## src/useq_settings.svh

```systemverilog
// -----------------------------------------------
// microcode sequencer settings
// command codes, step counts and queue depth
// -----------------------------------------------
`ifndef USEQ_SETTINGS_SVH
`define USEQ_SETTINGS_SVH

// command codes
`define CMD_NULL    7'd0
`define CMD_mov     7'd12
`define CMD_add     7'd9
`define CMD_pusha   7'd49
`define CMD_retf    7'd66
`define CMD_int     7'd70

// micro-steps per sequenced command
`define PUSHA_STEPS 8
`define RETF_STEPS  3
`define INT_STEPS   4

`define QUEUE_DEPTH 4
`define SEG_DS      3'd3

`endif

```

## src/useq_pkg.sv

```systemverilog
// -----------------------------------------------
// microcode sequencer types
// decoded word and micro word as seen by the
// decoder queue, the sequencer and the read stage
// -----------------------------------------------
package useq_pkg;

    typedef logic [6:0]  cmd_t;       // command code
    typedef logic [3:0]  cmdex_t;     // step code within a command
    typedef logic [31:0] eip_t;
    typedef logic [3:0]  consumed_t;  // insn length in bytes
    typedef logic [5:0]  step_t;      // sequencer step counter

    // -----------------------------------------------
    // decoded instruction, as queued
    // -----------------------------------------------
    typedef struct packed {
        cmd_t        cmd;
        cmdex_t      cmdex;
        eip_t        eip;
        consumed_t   consumed;
        logic        operand_32bit;
        logic [1:0]  prefix_rep;     // rep / repne
        logic [2:0]  prefix_seg;     // segment override
        logic [15:0] modrm;          // operand selector bits
        logic        is_complex;     // needs micro-steps
    } dec_word_t;

    // -----------------------------------------------
    // word handed to the read stage
    // -----------------------------------------------
    typedef struct packed {
        cmd_t        cmd;
        cmdex_t      cmdex;
        eip_t        eip;
        consumed_t   consumed;
        logic        operand_32bit;
        logic [1:0]  prefix_rep;
        logic [2:0]  prefix_seg;
        logic [15:0] modrm;
    } micro_word_t;

endpackage

```

## src/insn_queue.sv

```systemverilog
// -----------------------------------------------
// insn_queue
// circular buffer of decoded words between the
// decoder and the microcode sequencer
// -----------------------------------------------
module insn_queue #(
    parameter int DEPTH = 4
) (
    input  logic                clk,
    input  logic                rst_n,
    input  logic                in_valid,
    input  useq_pkg::dec_word_t in_word,
    output logic                in_ready,
    output logic                head_valid,
    output useq_pkg::dec_word_t head_word,
    input  logic                take
);
    import useq_pkg::*;

    localparam int AW = (DEPTH > 1) ? $clog2(DEPTH) : 1;
    localparam int CW = $clog2(DEPTH + 1);

    dec_word_t       mem [DEPTH];
    logic [AW-1:0]   wr_ptr;
    logic [AW-1:0]   rd_ptr;
    logic [CW-1:0]   count;
    logic            push;

    assign in_ready   = (count != CW'(DEPTH));
    assign head_valid = (count != '0);
    assign head_word  = mem[rd_ptr];
    assign push       = in_valid && in_ready;

    always_ff @(posedge clk) begin
        if (push) begin
            mem[wr_ptr] <= in_word;
        end
    end

    always_ff @(posedge clk) begin
        if (!rst_n) begin
            wr_ptr <= '0;
            rd_ptr <= '0;
            count  <= '0;
        end else begin
            if (push) begin
                wr_ptr <= (wr_ptr == AW'(DEPTH - 1)) ? '0 : wr_ptr + 1'b1;
            end
            if (take) begin
                rd_ptr <= (rd_ptr == AW'(DEPTH - 1)) ? '0 : rd_ptr + 1'b1;
            end
            count <= count + CW'(push) - CW'(take);  // push and take may coincide
        end
    end

    // the sequencer must only pop a valid head
    a_take_not_empty: assert property (@(posedge clk) disable iff (!rst_n)
        take |-> head_valid);

    a_count_bound: assert property (@(posedge clk) disable iff (!rst_n)
        count <= CW'(DEPTH));

endmodule

```

## src/micro_commands.sv

```systemverilog
// -----------------------------------------------
// micro_commands
// step table for the sequenced commands, gives
// the current step code and the next command
// -----------------------------------------------
`include "useq_settings.svh"

module micro_commands (
    input  logic              clk,
    input  logic              rst_n,
    input  useq_pkg::cmd_t    mc_cmd,
    input  useq_pkg::step_t   mc_step,
    input  logic              mc_operand_32bit,
    output useq_pkg::cmd_t    cmd_current,
    output useq_pkg::cmdex_t  cmdex_current,
    output useq_pkg::cmd_t    cmd_next
);
    import useq_pkg::*;

    // -----------------------------------------------
    // step counts
    // -----------------------------------------------
    // 16 and 32 bit variants are reserved, both sizes
    // currently run the same number of steps
    localparam step_t PUSHA_STEPS_16 = step_t'(`PUSHA_STEPS);
    localparam step_t PUSHA_STEPS_32 = step_t'(`PUSHA_STEPS);
    localparam step_t RETF_STEPS_16  = step_t'(`RETF_STEPS);
    localparam step_t RETF_STEPS_32  = step_t'(`RETF_STEPS);
    localparam step_t INT_STEPS_ALL  = step_t'(`INT_STEPS);

    step_t step_count;
    logic  last_step;

    always_comb begin
        case (mc_cmd)
            `CMD_pusha: begin
                step_count = mc_operand_32bit ? PUSHA_STEPS_32 : PUSHA_STEPS_16;
            end
            `CMD_retf: begin
                step_count = mc_operand_32bit ? RETF_STEPS_32 : RETF_STEPS_16;
            end
            `CMD_int: begin
                step_count = INT_STEPS_ALL;  // same for both sizes
            end
            default: begin
                step_count = step_t'(1);     // single-step command
            end
        endcase
    end

    // -----------------------------------------------
    // outputs
    // -----------------------------------------------
    assign last_step     = (mc_step >= step_count - step_t'(1));
    assign cmd_current   = mc_cmd;
    assign cmdex_current = cmdex_t'(mc_step);  // step index is the cmdex
    assign cmd_next      = last_step ? `CMD_NULL : mc_cmd;

    // a running sequence never walks past its table entry
    a_step_in_range: assert property (@(posedge clk) disable iff (!rst_n)
        (mc_cmd != `CMD_NULL) |-> (mc_step < step_count));

endmodule

```

## src/microcode.sv

```systemverilog
// -----------------------------------------------
// microcode
// passes simple words to the read stage, replays
// complex words as micro-steps and starts the int
// sequence on exception entry
// -----------------------------------------------
`include "useq_settings.svh"

module microcode (
    input  logic                  clk,
    input  logic                  rst_n,
    input  logic                  head_valid,
    input  useq_pkg::dec_word_t   head_word,
    output logic                  take,
    input  logic                  exc_init,
    input  useq_pkg::eip_t        exc_eip,
    input  logic                  rd_busy,
    output logic                  micro_ready,
    output useq_pkg::micro_word_t micro_word
);
    import useq_pkg::*;

    localparam micro_word_t IDLE_WORD = '{
        cmd:           `CMD_NULL,
        cmdex:         '0,
        eip:           '0,
        consumed:      '0,
        operand_32bit: 1'b0,
        prefix_rep:    '0,
        prefix_seg:    `SEG_DS,
        modrm:         '0
    };

    micro_word_t mc_word;       // stored payload of the running sequence
    cmd_t        mc_cmd;
    step_t       mc_step;

    micro_word_t head_micro;
    micro_word_t exc_word;
    cmd_t        cmd_current;
    cmdex_t      cmdex_current;
    cmd_t        cmd_next;
    logic        m_overlay;
    logic        m_load;
    logic        m_advance;

    // -----------------------------------------------
    // handshake
    // -----------------------------------------------
    assign m_overlay   = (mc_cmd != `CMD_NULL);
    assign micro_ready = !rd_busy && !exc_init && (m_overlay || head_valid);
    assign take        = micro_ready && !m_overlay;       // pop only when idle
    assign m_load      = take && head_word.is_complex;
    assign m_advance   = micro_ready && m_overlay;

    micro_commands u_micro_commands (
        .clk              (clk),
        .rst_n            (rst_n),
        .mc_cmd           (mc_cmd),
        .mc_step          (mc_step),
        .mc_operand_32bit (mc_word.operand_32bit),
        .cmd_current      (cmd_current),
        .cmdex_current    (cmdex_current),
        .cmd_next         (cmd_next)
    );

    always_comb begin
        head_micro = '{
            cmd:           head_word.cmd,
            cmdex:         head_word.cmdex,
            eip:           head_word.eip,
            consumed:      head_word.consumed,
            operand_32bit: head_word.operand_32bit,
            prefix_rep:    head_word.prefix_rep,
            prefix_seg:    head_word.prefix_seg,
            modrm:         head_word.modrm
        };
        exc_word     = IDLE_WORD;
        exc_word.cmd = `CMD_int;
        exc_word.eip = exc_eip;   // consumed stays zero
    end

    // -----------------------------------------------
    // overlay registers
    // -----------------------------------------------
    always_ff @(posedge clk) begin
        if (!rst_n) begin
            mc_cmd  <= `CMD_NULL;
            mc_step <= '0;
        end else if (exc_init) begin
            mc_cmd  <= `CMD_int;           // aborts any running sequence
            mc_step <= '0;
        end else if (m_load) begin
            mc_cmd  <= head_word.cmd;
            mc_step <= step_t'(1);         // step 0 went out in the take cycle
        end else if (m_advance) begin
            mc_cmd  <= cmd_next;
            mc_step <= (cmd_next == `CMD_NULL) ? '0 : mc_step + step_t'(1);
        end
    end

    always_ff @(posedge clk) begin
        if (!rst_n) begin
            mc_word <= IDLE_WORD;
        end else if (exc_init) begin
            mc_word <= exc_word;
        end else if (m_load) begin
            mc_word <= head_micro;
        end
    end

    // -----------------------------------------------
    // output mux
    // -----------------------------------------------
    always_comb begin
        if (m_overlay) begin
            micro_word       = mc_word;
            micro_word.cmd   = cmd_current;
            micro_word.cmdex = cmdex_current;
        end else begin
            micro_word = head_micro;     // zero-latency pass-through
        end
    end

    // a load always opens an overlay and blocks the queue
    a_load_opens_overlay: assert property (@(posedge clk) disable iff (!rst_n)
        m_load |=> (m_overlay && !take));

    // back-pressure holds the step
    a_busy_holds: assert property (@(posedge clk) disable iff (!rst_n)
        (rd_busy && !exc_init) |-> !micro_ready ##1 ($stable(mc_cmd) && $stable(mc_step)));

    a_eip_stable: assert property (@(posedge clk) disable iff (!rst_n)
        (m_overlay && !exc_init) |=> (!m_overlay || $stable(mc_word.eip)));

endmodule

```

## src/useq_top.sv

```systemverilog
// -----------------------------------------------
// useq_top
// instruction queue feeding the microcode sequencer
// -----------------------------------------------
`include "useq_settings.svh"

module useq_top (
    input  logic                  clk,
    input  logic                  rst_n,
    input  logic                  in_valid,
    input  useq_pkg::dec_word_t   in_word,
    output logic                  in_ready,
    input  logic                  exc_init,
    input  useq_pkg::eip_t        exc_eip,
    input  logic                  rd_busy,
    output logic                  micro_ready,
    output useq_pkg::micro_word_t micro_word
);
    import useq_pkg::*;

    logic      head_valid;
    dec_word_t head_word;
    logic      take;

    insn_queue #(
        .DEPTH (`QUEUE_DEPTH)
    ) u_insn_queue (
        .clk        (clk),
        .rst_n      (rst_n),
        .in_valid   (in_valid),
        .in_word    (in_word),
        .in_ready   (in_ready),
        .head_valid (head_valid),
        .head_word  (head_word),
        .take       (take)
    );

    microcode u_microcode (
        .clk         (clk),
        .rst_n       (rst_n),
        .head_valid  (head_valid),
        .head_word   (head_word),
        .take        (take),
        .exc_init    (exc_init),
        .exc_eip     (exc_eip),
        .rd_busy     (rd_busy),
        .micro_ready (micro_ready),
        .micro_word  (micro_word)
    );

endmodule
```

## config.mk

```make
export PLATFORM = sky130hd
export DESIGN_NAME = useq_top
export DESIGN_NICKNAME = d
export VERILOG_FILES = /design/src/useq_pkg.sv /design/src/insn_queue.sv /design/src/micro_commands.sv /design/src/microcode.sv /design/src/useq_top.sv
export VERILOG_INCLUDE_DIRS = /design/src
export SDC_FILE = /design/constraint.sdc
export NUM_CORES = 1
export LEC_CHECK = 0
export BUFFER_PORTS_ARGS = -buffer_cell sky130_fd_sc_hd__buf_2
export CAP_MARGIN = 20
export CORE_AREA = 2 2 207 209
export CTS_BUF_LIST = sky130_fd_sc_hd__clkbuf_8
export CTS_CLUSTER_SIZE = 16
export DETAILED_ROUTE_END_ITERATION = 10
export DIE_AREA = 0 0 209 211
export GPL_TIMING_DRIVEN = 0
export PLACE_DENSITY = 0.54
export SYNTH_ARGS = -nofsm -noshare
export SYNTH_HDL_FRONTEND = slang
export SYNTH_SLANG_ARGS = --single-unit
```

## constraint.sdc

```tcl
create_clock -name clk -period 9.4 [get_ports clk]
set_input_delay 1.88 -clock clk [delete_from_list [all_inputs] [get_ports clk]]
set_output_delay 1.88 -clock clk [all_outputs]
set_load 0.1 [all_outputs]
```

Word level (Yosys, flattened, before mapping)

Memory sizes are Yosys's and may differ from the RTL's. A register that Yosys moved wholly into a read port is not among the register bits.
Cells that the tools add are included.

Output and inout bits: 71
Memory bits (writable): 280
Register bits after elaboration: 78
Memories: 1

Memory list:

| name             | depth | width | read ports | clocked after memory_dff | write ports | RTL line         | text |
|---|---|---|---|---|---|---|---|
| u_insn_queue.mem | 4     | 70    | 1          | 1                        | 1           | insn_queue.sv:23 | `dec_word_t mem [DEPTH];` |

Reductions and logical operators: 18
$lt $le $gt $ge: 1
Equal/unequal tests: 6
$add $sub $neg: 6
Bitwise gates (word level): 1
Multiplexer cells: 17

Operator list:

| kind                  | count |
|---|---|
| $mux W58              | 2 |
| $mux W69              | 1 |
| $mux W7               | 4 |
| $eq A7 B7 Y1 const B  | 2 |
| $pmux W4 S3           | 1 |
| $mux W2               | 4 |
| $eq A7 B6 Y1 const B  | 1 |
| $logic_not A7 Y1      | 1 |
| $reduce_bool A7 Y1    | 1 |
| $add A6 B1 Y6 const B | 1 |
| $ge A6 B6 Y1          | 1 |
| $logic_and A1 B1 Y1   | 6 |
| $mux W6               | 1 |
| $reduce_bool A3 Y1    | 2 |
| $sub A6 B1 Y6 const B | 1 |
| $add A2 B1 Y2 const B | 2 |
| $eq A2 B2 Y1 const B  | 2 |
| $mux W1               | 4 |
| $reduce_bool A2 Y1    | 2 |
| $add A3 B1 Y3         | 1 |
| $logic_not A1 Y1      | 3 |
| $ne A3 B3 Y1 const B  | 1 |
| $reduce_or A3 Y1      | 1 |
| $sub A3 B1 Y3         | 1 |
| other kinds (3)       | 3 |

Logic depth before layout (Yosys ltp)

Gate-level depths: netlist of run 1.

Depth after elaboration: 9
Depth in mapped cells: 14

By module

Synthesis of run 1 repeated with hierarchy kept, for this count alone.

Cell total of the unflattened synthesis: 910
Area, all modules: 14582.7 sq um

By module, submodules not included:

| module         | seq. area each (sq um) | cells an instance | times used | area each (sq um) |
|---|---|---|---|---|
| insn_queue     | 8588.2                 | 414               | 1          | 10558.9 |
| microcode      | 1421.4                 | 453               | 1          | 3704.8 |
| micro_commands | 0.0                    | 43                | 1          | 319.1 |

Least setup slack after synthesis of run 1

OpenSTA, ideal clock, no wires.

Path kind: input port to output port
Start point: input rd_busy
End point: output micro_ready
Stages: 2
Data required time: 7520 ps
Arrival time: 3664 ps
Slack: 3856 ps
Buffers on the path: 0
Cell sequence: or2_2 a21oi_1

Cells in the longest elaborated chain, start to end: 3

RTL lines:

| element                           | RTL line        | text |
|---|---|---|
| start, declared                   | useq_top.sv:15  | `input logic rd_busy,` |
| $logic_not A1 Y1                  | microcode.sv:51 | `assign micro_ready = !rd_busy && !exc_init && (m_overlay \|\| head_valid);` |
| $logic_and A1 B1 Y1 (2 in series) | microcode.sv:51 |  |
| end, declared                     | useq_top.sv:16  | `output logic micro_ready,` |

No other way between the ends.

==> summary.txt, run 1 <==
Outcome
  – Outcome: completed

STA
  – Tightest Pin Transition: 0.962 ns
  – Hold Fails Final Rpt: 0
  – Slew margin rel.: 0.359
  – Final Critical Period: 5.50 ns
  – Endpoints failing setup: 0
  – Fin. max-slew vios: 0
  – Min setup slack post-route: 3.90 ns
  – Post-route clock period utilization: 0.585
  – Max Freq: 182 MHz
  – Setup Skew: 0.0313 ns
  – Final hold slack: 0.469 ns
  – RSZ-0062 raised after global routing: false
  – Setup tns final: 0 ns

Clocking
  – CTS tree: built
  – Clock Latency Late Sink: 0.62 ns
  – H-tree depth: 2
  – CTS root buf: clkbuf_8
  – CTS sink cnt: 360
  – CTS Buf Count: 58
  – Reg clk slew, reported paths: 0.06 ns
  – Hold buffer count at cts: 0
  – Postcts setup bufs: 0
  – CTS max path bufs: 3
  – PostCTS Resize Cnt: 0

Worst setup path
  – Worst R2R Setup Slack: 5.90 ns
  – CP Depth: 7
  – R2R Path End: u_insn_queue.count[2]
  – Critical Path AT: 3.62 ns
  – Critical path destination: micro_word[58]
  – Reg2reg path depth: 14
  – Crit-path slowest cell: clkbuf_1
  – CP Launch Type: flop
  – Setup crit end kind: output port
  – CP dominant cell by count: clkbuf_1
  – Setup CP Type: flop to output port
  – Crit path max-delay family: buffers and inverters
  – Worst r2r src: u_microcode.mc_cmd[1]
  – Buf/Inv on CP: 4
  – Slowest stage delay, CP: 0.68 ns
  – Worst Path Required: 7.52 ns
  – CP Max Fanout: 10
  – CP Cell Sequence: clkbuf_1, clkbuf_1, clkbuf_1, mux4_2, nand2_1, o21ai_0, buf_2

Floorplanning
  – IO Pins: 178
  – Starting Density: 0.346
  – DIE AREA: 44100 um^2
  – DIE WIDTH: 209 um
  – Site Rows: 75
  – CORE AREA: 41800 um^2
  – Die H: 211 um

Power
  – Logic pwr share: 0.207
  – Power per cell area: 229 nW/um^2
  – Clock share of power: 0.314
  – VDD IR-drop max: 0.0000943 V
  – Leakage dissipation: 5.97 nW
  – Switching Share: 0.317
  – Power Internal: 2.70 mW
  – Total Power: 3.95 mW
  – Switching Power: 1.25 mW
  – Flop pwr share: 0.479

Finish
  – Fill count: 3847
  – Final instance area: 17200 um^2
  – Nets: 1242
  – Layout Cells excl Fill: 1716
  – Commonest cells after routing, fill and taps aside: edfxtp_1 (280), buf_2 (188), dfxtp_1 (80), mux4_2 (69), o21ai_0 (69)
  – Share of cells above drive strength 1: 0.351
  – Commonest non-fill, non-tap cell in the layout: edfxtp_1
  – Final design utilization: 0.412
  – Area delta synth->final: 19.2%

Place
  – Gpl congestion: 0.779
  – Area post-placement: 16100 um^2
  – Place WS: 4.44 ns
  – Placed Cells: 1601
  – Port Buffers: 176
  – HPWL Detailed: 25200 um

Yosys
  – Ys flop type: edfxtp_1
  – Mapped cell area: 14400 um^2
  – Asr flop ratio synth: 0
  – YS warnings: 0
  – #FFs+latches synth: 360
  – Mean Syn Cell Area: 16.4 um^2
  – Register area share after synthesis: 0.693
  – Number of synthesized flops with an enable pin: 280
  – Syn Inst Count: 882
  – Yosys cell types: 49
  – Net count after synthesis: 1002

Route
  – Antenna Nets Post-Route: 0
  – Drt initial violations: 612
  – Routed Wire Length: 37800 um
  – Drt pass-1 iters: 5
  – DR vias/cell: 5.10
  – Via count: 8756
  – # DRC: 0
  – Routed wire per std cell: 22.1 um

Global route
  – Initial antenna violation count: 8
  – Vias in the first global route: 9107
  – Total track usage: 0.171
  – Pin count of the biggest net entering global routing: 44
  – First-pass GRT wire length: 56500 um
  – GRT overflow: 0

Job
  – Max-Cap Viols: 0

Min path
  – Class of the worst hold path: flop to flop
## layout make-up
| type | instances | area (um^2) | share of cell area |
|---|---|---|---|
| clock inverters | 44 | 181 | 0.0105 |
| clock buffers | 65 | 895 | 0.0520 |
| multi-input cells | 450 | 4140 | 0.240 |
| repair buffers | 180 | 991 | 0.0576 |
| well taps | 539 | 674 | 0.0392 |
| inverters | 9 | 35.0 | 0.00203 |
| flip-flops and latches | 360 | 10000 | 0.581 |
| diodes | 6 | 15.0 | 0.000872 |
| plain buffers | 63 | 278 | 0.0161 |
## sequential cells by signal, indices dropped and copies added (netlist names), named ones only
name,cells
u_microcode.mc_cmd,7
u_microcode.mc_step,6
u_insn_queue.mem,280
u_insn_queue.count,3
u_microcode.mc_word,58
u_insn_queue.wr_ptr,2
u_insn_queue.rd_ptr,2
## worst min-delay path by stage
stage,start,endpoint,slack (ns),cells after the start
after floorplan,u_microcode.mc_word[16],u_microcode.mc_word[16],0.43,1
after global placement,u_microcode.mc_word[17],u_microcode.mc_word[17],0.44,1
after detailed placement,u_microcode.mc_word[16],u_microcode.mc_word[16],0.45,1
after CTS,u_microcode.mc_word[16],u_microcode.mc_word[16],0.46,1
after global routing,u_microcode.mc_word[16],u_microcode.mc_word[16],0.48,1
final,u_microcode.mc_word[16],u_microcode.mc_word[16],0.47,1
## cells in the mapped netlist (all sizes together) (2+ instances only)
library cell,n,share of area
mux2i,4,0.0028
and3,6,0.0026
nor4,3,0.0013
a21boi,3,0.0016
mux4,69,0.11
nor3,27,0.0094
nand2,17,0.0046
buf,20,0.0081
o21ai,69,0.024
or3,2,0.00087
a21o,8,0.0042
mux2,63,0.049
dfxtp,80,0.11
a311oi,2,0.0012
nor2b,2,0.00087
or4,2,0.0010
o221ai,2,0.0012
a21oi,30,0.010
a211oi,26,0.014
edfxtp,280,0.58
clkbuf,43,0.011
and2,4,0.0017
a211o,2,0.0012
xnor2,2,0.0012
inv,8,0.0021
nand3,40,0.014
nor2,31,0.0081
a31oi,10,0.0043
a41oi,2,0.0012
ha,12,0.010
## cells by family after synthesis
logic type                 after synthesis  synth area share
other                                    1          0.000260
and+or+nand+nor                        141            0.0481
adders and majority gates               13            0.0118
xor gates and xnor gates                 2           0.00121
muxes                                  136             0.160
AOI/OAI and AO/OA                      157            0.0644
buffers and inverters                   72            0.0217
DFF                                    360             0.693
## per-layer routing
metal / routed length, um / vias up / share of wire / track usage
met5: 22 / - / 0.00058 / 0
met4: 886 / 4 / 0.023 / 0.0626
met3: 1970 / 65 / 0.052 / 0.0360
met2: 18300 / 227 / 0.48 / 0.277
met1: 16700 / 4461 / 0.44 / 0.230
li1: - / 3999 / - / -
## power by group through the flow
stage | combinational (mW) | sequential (mW) | clock, mW
after detailed placement | 0.827 | 1.93 | 0
final | 0.817 | 1.89 | 1.24
after global placement | 0.803 | 1.94 | 0
after global routing | 0.864 | 1.90 | 1.35
after floorplan | 0.600 | 1.92 | 0
after CTS | 0.829 | 1.89 | 1.28
Note: power is estimated with default switching activity, not from simulation.
==> inputs of run 2 (changes only) <==
--- a/config.mk
+++ b/config.mk
@@ -6,13 +6,14 @@
 export SDC_FILE = /design/constraint.sdc
 export NUM_CORES = 1
 export LEC_CHECK = 0
+export ABC_AREA = 1
 export BUFFER_PORTS_ARGS = -buffer_cell sky130_fd_sc_hd__buf_2
 export CAP_MARGIN = 20
-export CORE_AREA = 2 2 207 209
+export CORE_AREA = 2 2 211 213
 export CTS_BUF_LIST = sky130_fd_sc_hd__clkbuf_8
 export CTS_CLUSTER_SIZE = 16
 export DETAILED_ROUTE_END_ITERATION = 10
-export DIE_AREA = 0 0 209 211
+export DIE_AREA = 0 0 213 215
 export GPL_TIMING_DRIVEN = 0
 export PLACE_DENSITY = 0.54
 export SYNTH_ARGS = -nofsm -noshare
==> constraint.sdc (replaced) <==
create_clock -name clk -period 5.8 [get_ports clk]
set_input_delay 1.16 -clock clk [delete_from_list [all_inputs] [get_ports clk]]
set_output_delay 1.16 -clock clk [all_outputs]
set_load 0.1 [all_outputs]
==> summary.txt, run 2 <==
Finish
  – Commonest cells after routing, fill and taps aside: nand2_1 (314), edfxtp_1 (280), nor2_1 (219), buf_2 (209), o21ai_0 (140) (was edfxtp_1 (280), buf_2 (188), dfxtp_1 (80), mux4_2 (69), o21ai_0 (69))
  – Largest Register: u_insn_queue.mem (unchanged)
  – Biggest regs: u_insn_queue.mem (280), u_microcode.mc_word (58), u_microcode.mc_cmd (7) (unchanged)
  – Share of cells above drive strength 1: 0.189 (was 0.351)
  – Number of flip-flops in the largest register: 280 (unchanged)
  – Fill count: 4305 (was 3847)
  – Nets: 1819 (was 1242)
  – Area delta synth->final: 20.3% (was 19.2%)
  – Commonest non-fill, non-tap cell in the layout: nand2_1 (was edfxtp_1)

Power
  – Total Power: 6.89 mW (was 3.95 mW)
  – Leakage dissipation: 7.32 nW (was 5.97 nW)
  – Power per cell area: 381 nW/um^2 (was 229 nW/um^2)
  – VDD IR-drop max: 0.000155 V (was 0.0000943 V)

STA
  – Endpoints failing setup: 0 (unchanged)
  – Min setup slack post-route: 1.48 ns (was 3.90 ns)
  – Setup Skew: 0.0422 ns (was 0.0313 ns)
  – Tightest Pin Transition: 0.944 ns (was 0.962 ns)
  – Slew margin rel.: 0.369 (was 0.359)
  – Max Freq: 231 MHz
  – Post-route clock period utilization: 0.745
  – Hold Fails Final Rpt: 0 (unchanged)
  – Final Critical Period: 4.32 ns
  – Final hold slack: 0.453 ns (was 0.469 ns)
  – Fin. max-slew vios: 0 (unchanged)
  – RSZ-0062 raised after global routing: false (unchanged)

Worst setup path
  – Crit path max-delay family: buffers and inverters (unchanged)
  – Worst Path Required: 4.64 ns (was 7.52 ns)
  – Buf/Inv on CP: 4 (unchanged)
  – Setup CP Type: flop to output port (unchanged)
  – CP Depth: 8 (was 7)
  – Critical Path AT: 3.16 ns (was 3.62 ns)
  – CP Launch Type: flop (unchanged)
  – CP Max Fanout: 10 (unchanged)
  – Reg2reg path depth: 13 (was 14)
  – Crit-path slowest cell: clkbuf_1 (unchanged)
  – Slowest stage delay, CP: 0.56 ns (was 0.68 ns)
  – Setup crit end kind: output port (unchanged)
  – CP Cell Sequence: buf_4, buf_2, clkbuf_1, o21ai_0, o22ai_1, nand2_1, o21ai_0, buf_2 (was clkbuf_1, clkbuf_1, clkbuf_1, mux4_2, nand2_1, o21ai_0, buf_2)

Yosys
  – Mapped cell area: 15000 um^2 (was 14400 um^2)
  – #FFs+latches synth: 360 (unchanged)
  – Cell taking the most area after synthesis: edfxtp_1 (unchanged)
  – Asr flop ratio synth: 0 (unchanged)
  – Yosys cell types: 36 (was 49)
  – Synth area leaders: edfxtp_1 (56%), dfxtp_1 (11%), nand2_1 (7.8%) (was edfxtp_1 (58%), dfxtp_1 (11%), mux4_2 (11%))
  – Ys flop type: edfxtp_1 (unchanged)
  – Mean Syn Cell Area: 10.4 um^2 (was 16.4 um^2)
  – Most common cell in the netlist: nand2_1 (was edfxtp_1)
  – YS warnings: 0 (unchanged)
  – Number of synthesized flops with an enable pin: 280 (unchanged)
  – Share of the synthesized area in the top cell type: 0.559 (was 0.582)
  – Register area share after synthesis: 0.666 (was 0.693)
  – Syn Inst Count: 1453 (was 882)
  – Net count after synthesis: 1573 (was 1002)
  – Post-synth top cells: nand2_1 (314), edfxtp_1 (280), nor2_1 (223) (was edfxtp_1 (280), dfxtp_1 (80), mux4_2 (69), o21ai_0 (69), mux2_2 (63))

Floorplanning
  – Site Rows: 77 (was 75)
  – CORE AREA: 43600 um^2 (was 41800 um^2)
  – DIE AREA: 45800 um^2 (was 44100 um^2)
  – Starting Density: 0.345 (was 0.346)
  – IO Pins: 178 (unchanged)
  – DIE WIDTH: 213 um (was 209 um)
  – Die H: 215 um (was 211 um)

Global route
  – GRT overflow: 0 (unchanged)
  – Pin count of the biggest net entering global routing: 26 (was 44)
  – First-pass GRT wire length: 64700 um (was 56500 um)
  – Initial antenna violation count: 13 (was 8)
  – Vias in the first global route: 10900 (was 9107)
  – Total track usage: 0.189 (was 0.171)

Place
  – Gpl congestion: 0.787 (was 0.779)
  – HPWL Detailed: 30200 um (was 25200 um)
  – Place WS: 2.17 ns (was 4.44 ns)
  – Port Buffers: 176 (unchanged)

Clocking
  – CTS sink cnt: 360 (unchanged)
  – CTS Buf Count: 58 (unchanged)
  – PostCTS Resize Cnt: 0 (unchanged)
  – CTS root buf: clkbuf_8 (unchanged)
  – Clock Latency Late Sink: 0.66 ns (was 0.62 ns)
  – CTS max path bufs: 3 (unchanged)
  – H-tree depth: 2 (unchanged)
  – Hold buffer count at cts: 0 (unchanged)
  – Reg clk slew, reported paths: 0.06 ns (about the same)
  – CTS tree: built (unchanged)
  – Postcts setup bufs: 0 (unchanged)

Route
  – Drt initial violations: 779 (was 612)
  – DR vias/cell: 4.81 (was 5.10)
  – # DRC: 0 (unchanged)
  – Routed Wire Length: 43600 um (was 37800 um)
  – Routed wire per std cell: 18.6 um (was 22.1 um)
  – Via count: 11300 (was 8756)
  – Antenna Nets Post-Route: 0 (unchanged)
  – Drt pass-1 iters: 5 (unchanged)

Min path
  – Class of the worst hold path: flop to flop (unchanged)
  – Hold depth: 2 (was 1)

Job
  – Max-Cap Viols: 0 (unchanged)

Outcome
  – Outcome: completed (unchanged)
[run 2: changes by cell type after synthesis, moves of 25 or more]
cell      delta
o211ai_1    +32
a211oi_1    -25
nand2_1    +298
nor2_1     +192
o21ai_0     +71
mux2_2      -63
mux4_2      -69
inv_1      +101
[run 2: logic make-up (layout without fill, tap and decap cells)]
logic type,count (synthesis),count (layout),share of synthesized area
and+or+nand+nor,593,593,0.156
adders and majority gates,13,13,0.0113
other,1,5,0.000249
AOI/OAI and AO/OA,282,282,0.108
buffers and inverters,201,497,0.0578
xor gates and xnor gates,3,3,0.00175
DFF,360,360,0.666
[run 2: worst paths after layout]
path	from	end	slack [ns]
worst max-delay path	flop	micro_word[60]	1.48
worst min-delay path	u_microcode.mc_word[11]	u_microcode.mc_word[11]	0.45
worst max register to register	u_microcode.mc_cmd[6]	u_insn_queue.count[2]	3.02
worst min register to register	u_microcode.mc_word[11]	u_microcode.mc_word[11]	0.45
[run 2: cell type report]
| type | count | area [um^2] | share of cell area |
|---|---|---|---|
| sequential | 360 | 10000 | 0.553 |
| multi-input combinational | 892 | 4190 | 0.232 |
| timing repair buffer | 186 | 1100 | 0.0610 |
| clock buffer | 69 | 950 | 0.0525 |
| tap | 592 | 741 | 0.0409 |
| buffer | 86 | 435 | 0.0241 |
| inverter | 115 | 434 | 0.0240 |
| clock inverter | 41 | 216 | 0.0120 |
| antenna | 4 | 10.0 | 0.000553 |
[run 2: report_power, final]
| part | internal (mW) | switching (mW) |
|---|---|---|
| Sequential | 3.03 | 0.0522 |
| Combinational | 0.345 | 1.30 |
| Clock | 1.13 | 1.03 |
[run 2: tightest hold or removal path: cells and delay by family, from the launching register on]
family | cells | cell delay (ns)
flops | 1 | 0.30
compound gates | 1 | 0.06
buf+inv | 1 | 0.06
[run 2: through the flow]
step	cells	instance area [um^2]	setup TNS (ns)	utilization
global placement	2221	16700	-557.18	0.382
global route	2345	18100	0	0.415
CTS	2341	18100	0	0.414
floorplan	1453	15000	0	-
finish	2345	18100	0	0.415
detailed placement	2231	16900	0	0.388
[run 2: per-layer routing]
metal | global-route usage | part of all wire | vias up
li1 | - | - | 5444
met1 | 0.248 | 0.44 | 5446
met2 | 0.309 | 0.48 | 283
met3 | 0.0434 | 0.056 | 80
met4 | 0.0615 | 0.023 | 16
met5 | 0 | 0.0022 | -
==> inputs of run 3 (changes only) <==
--- a/config.mk
+++ b/config.mk
@@ -6,16 +6,16 @@
 export SDC_FILE = /design/constraint.sdc
 export NUM_CORES = 1
 export LEC_CHECK = 0
-export ABC_AREA = 1
+export ABC_AREA = 0
 export BUFFER_PORTS_ARGS = -buffer_cell sky130_fd_sc_hd__buf_2
 export CAP_MARGIN = 20
-export CORE_AREA = 2 2 211 213
+export CORE_AREA = 2 2 207 209
 export CTS_BUF_LIST = sky130_fd_sc_hd__clkbuf_8
 export CTS_CLUSTER_SIZE = 16
 export DETAILED_ROUTE_END_ITERATION = 10
-export DIE_AREA = 0 0 213 215
+export DIE_AREA = 0 0 209 211
 export GPL_TIMING_DRIVEN = 0
-export PLACE_DENSITY = 0.54
+export PLACE_DENSITY = 0.56
 export SYNTH_ARGS = -nofsm -noshare
 export SYNTH_HDL_FRONTEND = slang
 export SYNTH_SLANG_ARGS = --single-unit
==> constraint.sdc (replaced) <==
create_clock -name clk -period 3.78 [get_ports clk]
set_input_delay 0.756 -clock clk [delete_from_list [all_inputs] [get_ports clk]]
set_output_delay 0.756 -clock clk [all_outputs]
set_load 0.1 [all_outputs]
==> summary.txt, run 3 (synthesis results as in run 1) <==
Outcome
  – Outcome: completed (unchanged)

Clocking
  – CTS sink cnt: 360 (unchanged)
  – Postcts setup bufs: 0 (unchanged)
  – CTS max path bufs: 3 (unchanged)
  – CTS root buf: clkbuf_8 (unchanged)
  – CTS tree: built (unchanged)
  – Reg clk slew, reported paths: 0.06 ns (about the same)
  – CTS Buf Count: 58 (unchanged)
  – Clock Latency Late Sink: 0.63 ns (was 0.66 ns)
  – H-tree depth: 2 (unchanged)

Finish
  – Commonest non-fill, non-tap cell in the layout: edfxtp_1 (was nand2_1)
  – Area delta synth->final: 19.9% (was 20.3%)
  – Fill count: 3833 (was 4305)
  – Share of cells above drive strength 1: 0.366 (was 0.189)
  – Number of flip-flops in the largest register: 280 (unchanged)
  – Nets: 1240 (was 1819)
  – Largest Register: u_insn_queue.mem (unchanged)
  – Biggest regs: u_insn_queue.mem (280), u_microcode.mc_word (58), u_microcode.mc_cmd (7) (unchanged)
  – Commonest cells after routing, fill and taps aside: edfxtp_1 (280), buf_2 (187), dfxtp_1 (78), mux4_2 (69), o21ai_0 (69) (was nand2_1 (314), edfxtp_1 (280), nor2_1 (219), buf_2 (209), o21ai_0 (140))

Worst setup path
  – Critical Path AT: 2.89 ns (was 3.16 ns)
  – CP Launch Type: flop (unchanged)
  – CP dominant cell by count: buf_2
  – Setup crit end kind: output port (unchanged)
  – CP Cell Sequence: or4_1, nor2_4, buf_2, mux2_2, buf_2 (was buf_4, buf_2, clkbuf_1, o21ai_0, o22ai_1, nand2_1, o21ai_0, buf_2)
  – Worst r2r src: u_microcode.mc_cmd[1] (was u_microcode.mc_cmd[6])
  – Worst R2R Setup Slack: 0.19 ns (was 3.02 ns)
  – Slowest stage delay, CP: 0.59 ns (was 0.56 ns)
  – R2R Path End: u_insn_queue.count[2] (unchanged)
  – Setup CP Type: flop to output port (unchanged)
  – Crit-path slowest cell: or4_1 (was clkbuf_1)
  – CP Max Fanout: 10 (unchanged)
  – Reg2reg path depth: 14 (was 13)
  – Worst Path Required: 3.02 ns (was 4.64 ns)

Route
  – # DRC: 0 (unchanged)
  – DR vias/cell: 5.13 (was 4.81)
  – Routed wire per std cell: 21.9 um (was 18.6 um)
  – Routed Wire Length: 37500 um (was 43600 um)
  – Drt initial violations: 625 (was 779)
  – Via count: 8781 (was 11300)
  – Drt pass-1 iters: 5 (unchanged)
  – Antenna Nets Post-Route: 0 (unchanged)

Floorplanning
  – Die H: 211 um (was 215 um)
  – DIE AREA: 44100 um^2 (was 45800 um^2)
  – Starting Density: 0.346 (was 0.345)
  – CORE AREA: 41800 um^2 (was 43600 um^2)
  – IO Pins: 178 (unchanged)
  – DIE WIDTH: 209 um (was 213 um)
  – Site Rows: 75 (was 77)

STA
  – Fin. max-slew vios: 0 (unchanged)
  – Post-route clock period utilization: 0.964
  – RSZ-0062 raised after global routing: false (unchanged)
  – Endpoints failing setup: 0 (unchanged)
  – Setup Skew: 0.0344 ns (was 0.0422 ns)
  – Hold Fails Final Rpt: 0 (unchanged)
  – Min setup slack post-route: 0.138 ns (was 1.48 ns)
  – Slew margin rel.: 0.475 (was 0.369)
  – Final hold slack: 0.342 ns (was 0.453 ns)
  – Final Critical Period: 3.64 ns
  – Tightest Pin Transition: 0.787 ns (was 0.944 ns)
  – Max Freq: 275 MHz

Global route
  – First-pass GRT wire length: 56000 um (was 64700 um)
  – Pin count of the biggest net entering global routing: 42 (was 26)
  – Total track usage: 0.170 (was 0.189)
  – GRT overflow: 0 (unchanged)
  – Initial antenna violation count: 6 (was 13)
  – Vias in the first global route: 9030 (was 10900)

Min path
  – Hold depth: 1 (was 2)
  – Worst hold path endpoint: u_insn_queue.mem[2][19] (was u_microcode.mc_word[11])
  – Class of the worst hold path: input pin to flop (was flop to flop)
  – Min-delay src: in_word[19] (was u_microcode.mc_word[11])

Job
  – Max-Cap Viols: 0 (unchanged)

Power
  – Power per cell area: 577 nW/um^2 (was 381 nW/um^2)
  – VDD IR-drop max: 0.000229 V (was 0.000155 V)
  – Leakage dissipation: 6.03 nW (was 7.32 nW)

Place
  – Gpl congestion: 0.792 (was 0.787)
  – Port Buffers: 176 (unchanged)
  – HPWL Detailed: 25000 um (was 30200 um)
  – Place WS: -0.0765 ns (was 2.17 ns)
-- run 3: repair_timing --
action                     CTS  global route
gates resized for setup     19             7
setup endpoints to repair   70            25
hold buffers                 0             0
hold endpoints to repair     0             0
-- run 3: worst max-delay path by stage --
| stage | to | from | slack, ns | cells past startpoint |
|---|---|---|---|---|
| detailed placement | micro_word[25] | flop | -0.08 | 6 |
| CTS | micro_word[2] | u_microcode.mc_cmd[1] | 0.03 | 5 |
| floorplan | micro_word[58] | u_microcode.mc_cmd[0] | 0.11 | 4 |
| global route | micro_word[0] | u_microcode.mc_cmd[1] | 0.007 | 5 |
| global placement | u_insn_queue.mem[0][47] | in_valid | -0.80 | 2 |
| finish | micro_word[16] | u_microcode.mc_cmd[1] | 0.14 | 5 |
-- run 3: area by class of cell --
| class | count | area [um^2] | area share |
|---|---|---|---|
| timing repair buffer | 180 | 993 | 0.0574 |
| sequential | 360 | 10000 | 0.578 |
| buffer | 61 | 305 | 0.0176 |
| multi-input combinational | 450 | 4150 | 0.240 |
| clock buffer | 67 | 922 | 0.0533 |
| tap | 539 | 674 | 0.0390 |
| inverter | 9 | 35.0 | 0.00202 |
| antenna | 4 | 10.0 | 0.000578 |
| clock inverter | 43 | 211 | 0.0122 |
-- run 3: routing by layer --
metal	track usage	up-vias	routed length, um
met5	0	-	30
met4	0.0468	6	675
met3	0.0390	67	2110
met2	0.272	214	17800
met1	0.233	4501	16900
li1	-	3993	-
-- run 3: critical path: cells and delay by family (launching register included) --
kind / cells / cell delay [ns]
AND/OR/NAND/NOR: 2 / 0.85
buffers and inverters: 2 / 0.65
multiplexers: 1 / 0.43
flip-flops: 1 / 0.34
-- run 3: where the power goes --
part / total [mW] / internal [mW] / switching (mW) / leakage [nW]
Clock: 3.24 / 1.69 / 1.55 / 0.677
Sequential: 4.71 / 4.62 / 0.0842 / 3.22
Combinational: 2.03 / 0.518 / 1.52 / 2.14
Total: 9.98 / 6.83 / 3.15 / 6.03
-- run 3: per-stage QoR --
stage               std cells  total power, mW  cell area [um^2]  setup TNS (ns)  utilization
global placement         1597             6.82             16000         -219.55        0.383
CTS                      1709             10.1             17300               0        0.414
detailed placement       1601             6.85             16100          -0.226        0.386
finish                   1713             9.98             17300               0        0.415
global route             1709             10.4             17300               0        0.414
floorplan                 882             6.28             14400               0            -
